[src/source/rf_cfg_pkg.sv]
package rf_cfg_pkg;

  ////////////////////
  // Geometry
  ////////////////////

  // 32 integer registers, x0 hardwired to zero
  localparam int RF_NUM_REGS   = 32;
  localparam int RF_ADDR_WIDTH = 5;
  localparam int RF_DATA_WIDTH = 32;

  // Register index as seen on every port
  typedef logic [RF_ADDR_WIDTH-1:0] rf_addr_t;

  // Architectural data word, without check bits
  typedef logic [RF_DATA_WIDTH-1:0] rf_data_t;

  ////////////////////
  // Port counts
  ////////////////////

  // Two operand reads per instruction
  localparam int RF_NUM_READ_PORTS_DEFAULT  = 2;

  // Writeback plus one spare port
  localparam int RF_NUM_WRITE_PORTS_DEFAULT = 2;

endpackage

[src/source/rf_ecc_pkg.sv]
package rf_ecc_pkg;

  ////////////////////
  // Code word layout
  ////////////////////

  // 6 Hamming bits plus overall parity on top
  localparam int ECC_CHECK_WIDTH = 7;
  localparam int ECC_WORD_WIDTH  = rf_cfg_pkg::RF_DATA_WIDTH + ECC_CHECK_WIDTH;

  // Data in [31:0], Hamming in [37:32], overall parity in [38]
  typedef logic [ECC_WORD_WIDTH-1:0] rf_code_t;

  // Per-port read classification
  typedef enum logic [1:0] {
    ECC_OK     = 2'b00,
    ECC_SINGLE = 2'b01,
    ECC_MULTI  = 2'b10
  } ecc_status_e;

  ////////////////////
  // Check bits
  ////////////////////

  // Data bits take the non power-of-two positions 3,5,6,7,9 and so on
  // Hamming bit j covers every position with bit j set
  function automatic logic [ECC_CHECK_WIDTH-1:0] ecc_check_bits(
    input rf_cfg_pkg::rf_data_t data
  );
    logic [ECC_CHECK_WIDTH-1:0] chk;
    int unsigned                di;
    chk = '0;
    di  = 0;
    for (int unsigned pos = 1; pos < ECC_WORD_WIDTH; pos++) begin
      // Skip slots that hold a Hamming bit
      if ((pos & (pos - 1)) != 0) begin
        for (int unsigned j = 0; j < ECC_CHECK_WIDTH - 1; j++) begin
          if (pos[j]) chk[j] = chk[j] ^ data[di];
        end
        di++;
      end
    end
    // Overall parity over data and Hamming bits
    chk[ECC_CHECK_WIDTH-1] = ^{data, chk[ECC_CHECK_WIDTH-2:0]};
    return chk;
  endfunction

endpackage

[src/source/rf_ecc_encoder.sv]
module rf_ecc_encoder #(
  parameter int NUM_WRITE_PORTS = rf_cfg_pkg::RF_NUM_WRITE_PORTS_DEFAULT
) (
  // Raw write data from the core
  input  rf_cfg_pkg::rf_data_t wdata_i      [NUM_WRITE_PORTS],

  // Protected words towards the storage
  output rf_ecc_pkg::rf_code_t code_wdata_o [NUM_WRITE_PORTS]
);

  ////////////////////
  // Per-port encode
  ////////////////////

  for (genvar w = 0; w < NUM_WRITE_PORTS; w++) begin : g_enc
    // Check bits of this port
    logic [rf_ecc_pkg::ECC_CHECK_WIDTH-1:0] check;

    assign check = rf_ecc_pkg::ecc_check_bits(wdata_i[w]);

    // Check bits on top, data passes unchanged below
    assign code_wdata_o[w] = {check, wdata_i[w]};
  end

endmodule

[config.mk]
export PLATFORM = sky130hd
export DESIGN_NAME = rf_ecc_encoder
export DESIGN_NICKNAME = d
export VERILOG_FILES = /design/src/source/rf_cfg_pkg.sv /design/src/source/rf_ecc_pkg.sv /design/src/source/rf_ecc_encoder.sv
export SDC_FILE = /design/constraint.sdc
export NUM_CORES = 1
export LEC_CHECK = 0
export BUFFER_PORTS_ARGS = -buffer_cell sky130_fd_sc_hd__buf_2
export CAP_MARGIN = 20
export CORE_ASPECT_RATIO = 1.75
export CORE_MARGIN = 3
export CORE_UTILIZATION = 42
export DETAILED_ROUTE_END_ITERATION = 7
export PLACE_DENSITY = 0.84
export SLEW_MARGIN = 0
export SYNTH_ARGS = -nofsm -noshare
export SYNTH_HDL_FRONTEND = slang
export SYNTH_SLANG_ARGS = --single-unit
[constraint.sdc]
create_clock -name vclk -period 2.04
set_input_delay 0.102 -clock vclk [all_inputs]
set_output_delay 0.102 -clock vclk [all_outputs]
set_load 0.01 [all_outputs]
======== After elaboration in Yosys (flattened, before gate mapping) ========
Cells that the tools add are included.
cells by class
  magnitude comparators ................... 0
  multipliers ............................. 0
  mux-type cells .......................... 0
  divide/modulo/power cells ............... 0
  $add $sub $neg .......................... 0
  shift-type cells ........................ 0
  bitwise operators ....................... 168
  reduce and logical (&&, ||, !) cells .... 2
  eq/ne operators ......................... 0
operators with widths
  operator            count
  $xor A1 B1 Y1       168
  $reduce_xor A38 Y1  2
word-level totals
  bits in writable memories ............... 0
  bits in registers ....................... 0
  ROM bits ................................ 0
  logic and storage cells ................. 170
  input port bits ......................... 64
  memories kept ........................... 0
  bits in latches ......................... 0

======== Longest topological paths before layout ========
  depth in word-level cells ............... 18
  mapped depth ............................ 6
  gate-level depth less buffers ........... 6

======== Worst setup path before layout ========
OpenSTA, ideal clock, no wires.
  path type ............................... input to output
  start point ............................. input port wdata_i[30] (netlist bit)
  end point ............................... output port code_wdata_o[38] (netlist bit)
  arrival ................................. 1.797 ns
  slack ................................... 0.141 ns
  data required time ...................... 1.938 ns
  path buffers ............................ 0
  cell stages on the path ................. 6
  cell sequence ........................... xnor3_1 > xor2_2 > xnor2_1 > xnor2_1 > xnor3_1 > xor3_1
RTL lines
  element          line                 RTL
  start, declared  rf_ecc_encoder.sv:5  input rf_cfg_pkg::rf_data_t wdata_i [NUM_WRITE_PORTS],
  end, declared    rf_ecc_encoder.sv:8  output rf_ecc_pkg::rf_code_t code_wdata_o [NUM_WRITE_PORTS]

==> metrics <==
CP endpoint kind output port; syn nets roughly 240; vias in the first global route 1456; drt total wl 4.16 mm; routing usage on met2 37.1%; Comb power frac 100.0%; drt pass-1 iters 2; Final Cycle Share 100%; Synth top area share between 30% and 40%; leakage dissipation around 1.2 nW; NumNets Final around 340; Slew HR 61.9%; Vias/cell 4.39; post-synthesis sequential area ratio 0%; failing checks setup timing; Hold Path Stages 2; VDD IR max 953 µV; detailed-route DRC error count 0; outcome finished with violations; Setup Slack @ Placement -0.157 ns; final setup vio count 1; Crit Path Class input port to output port; Port Buffer Count 142; layout cell share with drive strength beyond 1 66.4%; Synth cell types 9; Final Critical Period about 2.0 ns; Int Power around 0.0012 W; Die H 92.2 µm; gr busiest metal met2; Yosys top cell by area xnor2_1; most common library cells after synthesis xnor2_1 (70), buf_4 (64), xor2_1 (15); pins over their slew limit 0; dominant cells by area after synthesis xnor2_1 (34%), buf_4 (27%), xnor3_1 (18%); Hold-fix buffers, CTS 0; WHS just over 0.4 ns; chip width 55.3 µm; area of the core 3980 µm²; Avg Cell Area, Syn 10.2 µm²; measured slew at the worst slew-check pin 0.568 ns; initial core utilization roughly 45%; io pins between 100 and 150; Worst setup SP type input port; maximum fanout along the worst path 2; Hold Vio Cnt, Final 0; clock share of power 0%; CP arrival 1.95 ns; switching part of the total 44.7%; Die ar. approximately 5000 µm²; count of clock buffers in the final design 0; pin count of the biggest net entering global routing 4; Hold Path Sink code_wdata_o[10]; Sum Neg Setup Slack -0.00731 ns; area grow syn2layout 30.4%; RSZ-0062 raised after global routing true; first-pass GRT wire length ~6.4 mm; NetSw 0.000974 W; Peak Freq 488 MHz; required time worst endpoint 1.94 ns; Seq Cell Count 0; PD cells 937 nW/µm²; 1st-iter DRT viols 7; # diodes 0; worst min path class input port to output port; Max-cap violations 0; Post-Synthesis Cells 175; Final Util 58.5%; placed cell area 2190 µm²; Syn Std Cell Area about 1800 µm²; grt total ovfl 0; Reg area 0 µm²; Total GRT Usage between 10% and 20%; top-count cell post-synth xnor2_1; routed length per instance between 10 and 15 µm; GRT met3 Usage about 2.3%; Final HPWL DP a little under 4 mm; met1 usage a little under an eighth; Vias about 1400; Setup WS post-layout -0.00731 ns; sequential power share 0%; hold path start wdata_i[10]; Ys Warns 0; Antenna Violating Nets Remaining 0; post-route cell area 2330 µm²; GPL Wtd Cong between 0.8 and 0.9; Core Rows 30; initial antenna violation count 0
-- logic make-up (layout without fill, tap and decap cells) --
family	after synthesis	after routing	share of synthesized area [%]
xor gates and xnor gates	111	111	73.1
buffers and inverters	64	160	26.9
-- layer usage --
metal  share of wire [%]  vias up
li1                    -      670
met1                  24      633
met2                  65       95
met3                 9.7        4
met4                 1.5        0
met5                   0        -
-- area by class of cell --
cell class	instances	area [µm²]
Fill cell	351	1650
Tap cell	48	60.1
Multi-Input combinational cell	111	1410
Timing Repair Buffer	160	862
-- how the worst max path moves through the flow --
stage / start / to / slack (ns) / cells after the start
6_report: wdata_i[55] / code_wdata_o[77] / -0.007 / 9
4_1_cts: wdata_i[35] / code_wdata_o[77] / -0.007 / 9
2_1_floorplan: wdata_i[30] / code_wdata_o[38] / 0.14 / 6
3_5_place_dp: wdata_i[58] / code_wdata_o[77] / -0.16 / 8
5_1_grt: wdata_i[10] / code_wdata_o[38] / -0.08 / 8
3_3_place_gp: wdata_i[58] / code_wdata_o[77] / -0.08 / 8
-- power by group through the flow --
stage / Clock (W) / Sequential, W / Combinational, W
2_1_floorplan: 0 / 0 / 0.00149
3_3_place_gp: 0 / 0 / 0.00204
3_5_place_dp: 0 / 0 / 0.00208
4_1_cts: 0 / 0 / 0.00214
5_1_grt: 0 / 0 / 0.00234
6_report: 0 / 0 / 0.00218
-- repair_timing --
| item | 4_1_cts | 5_1_grt |
|---|---|---|
| setup endpoints to repair | 2 | 2 |
| cloned | 0 | 0 |
| pin swaps | 5 | 9 |
| gates resized for setup | 9 | 7 |
| buffers inserted | 1 | 1 |
-- critical path: stages --
cell and delay, ns:
buf_2 0.11, xnor2_1 0.11, buf_4 0.14, xnor3_1 0.36
xnor3_2 0.43, xor2_2 0.20, xnor2_1 0.19, xnor2_1 0.14
buf_2 0.16
-- per-stage QoR --
step,instances,total power [W]
final,319,0.00218
after global routing,319,0.00234
after CTS,318,0.00214
after detailed placement,317,0.00208
after global placement,317,0.00204
after floorplan,175,0.00149
-- cells in the final DEF (no fill, tap or decap), drive strengths merged --
cell	synthesis	routed
xnor3	18	18
xnor2	73	73
xor3	1	1
xor2	19	19
buf	64	160
No activity file was read; power rests on OpenSTA's default activity.
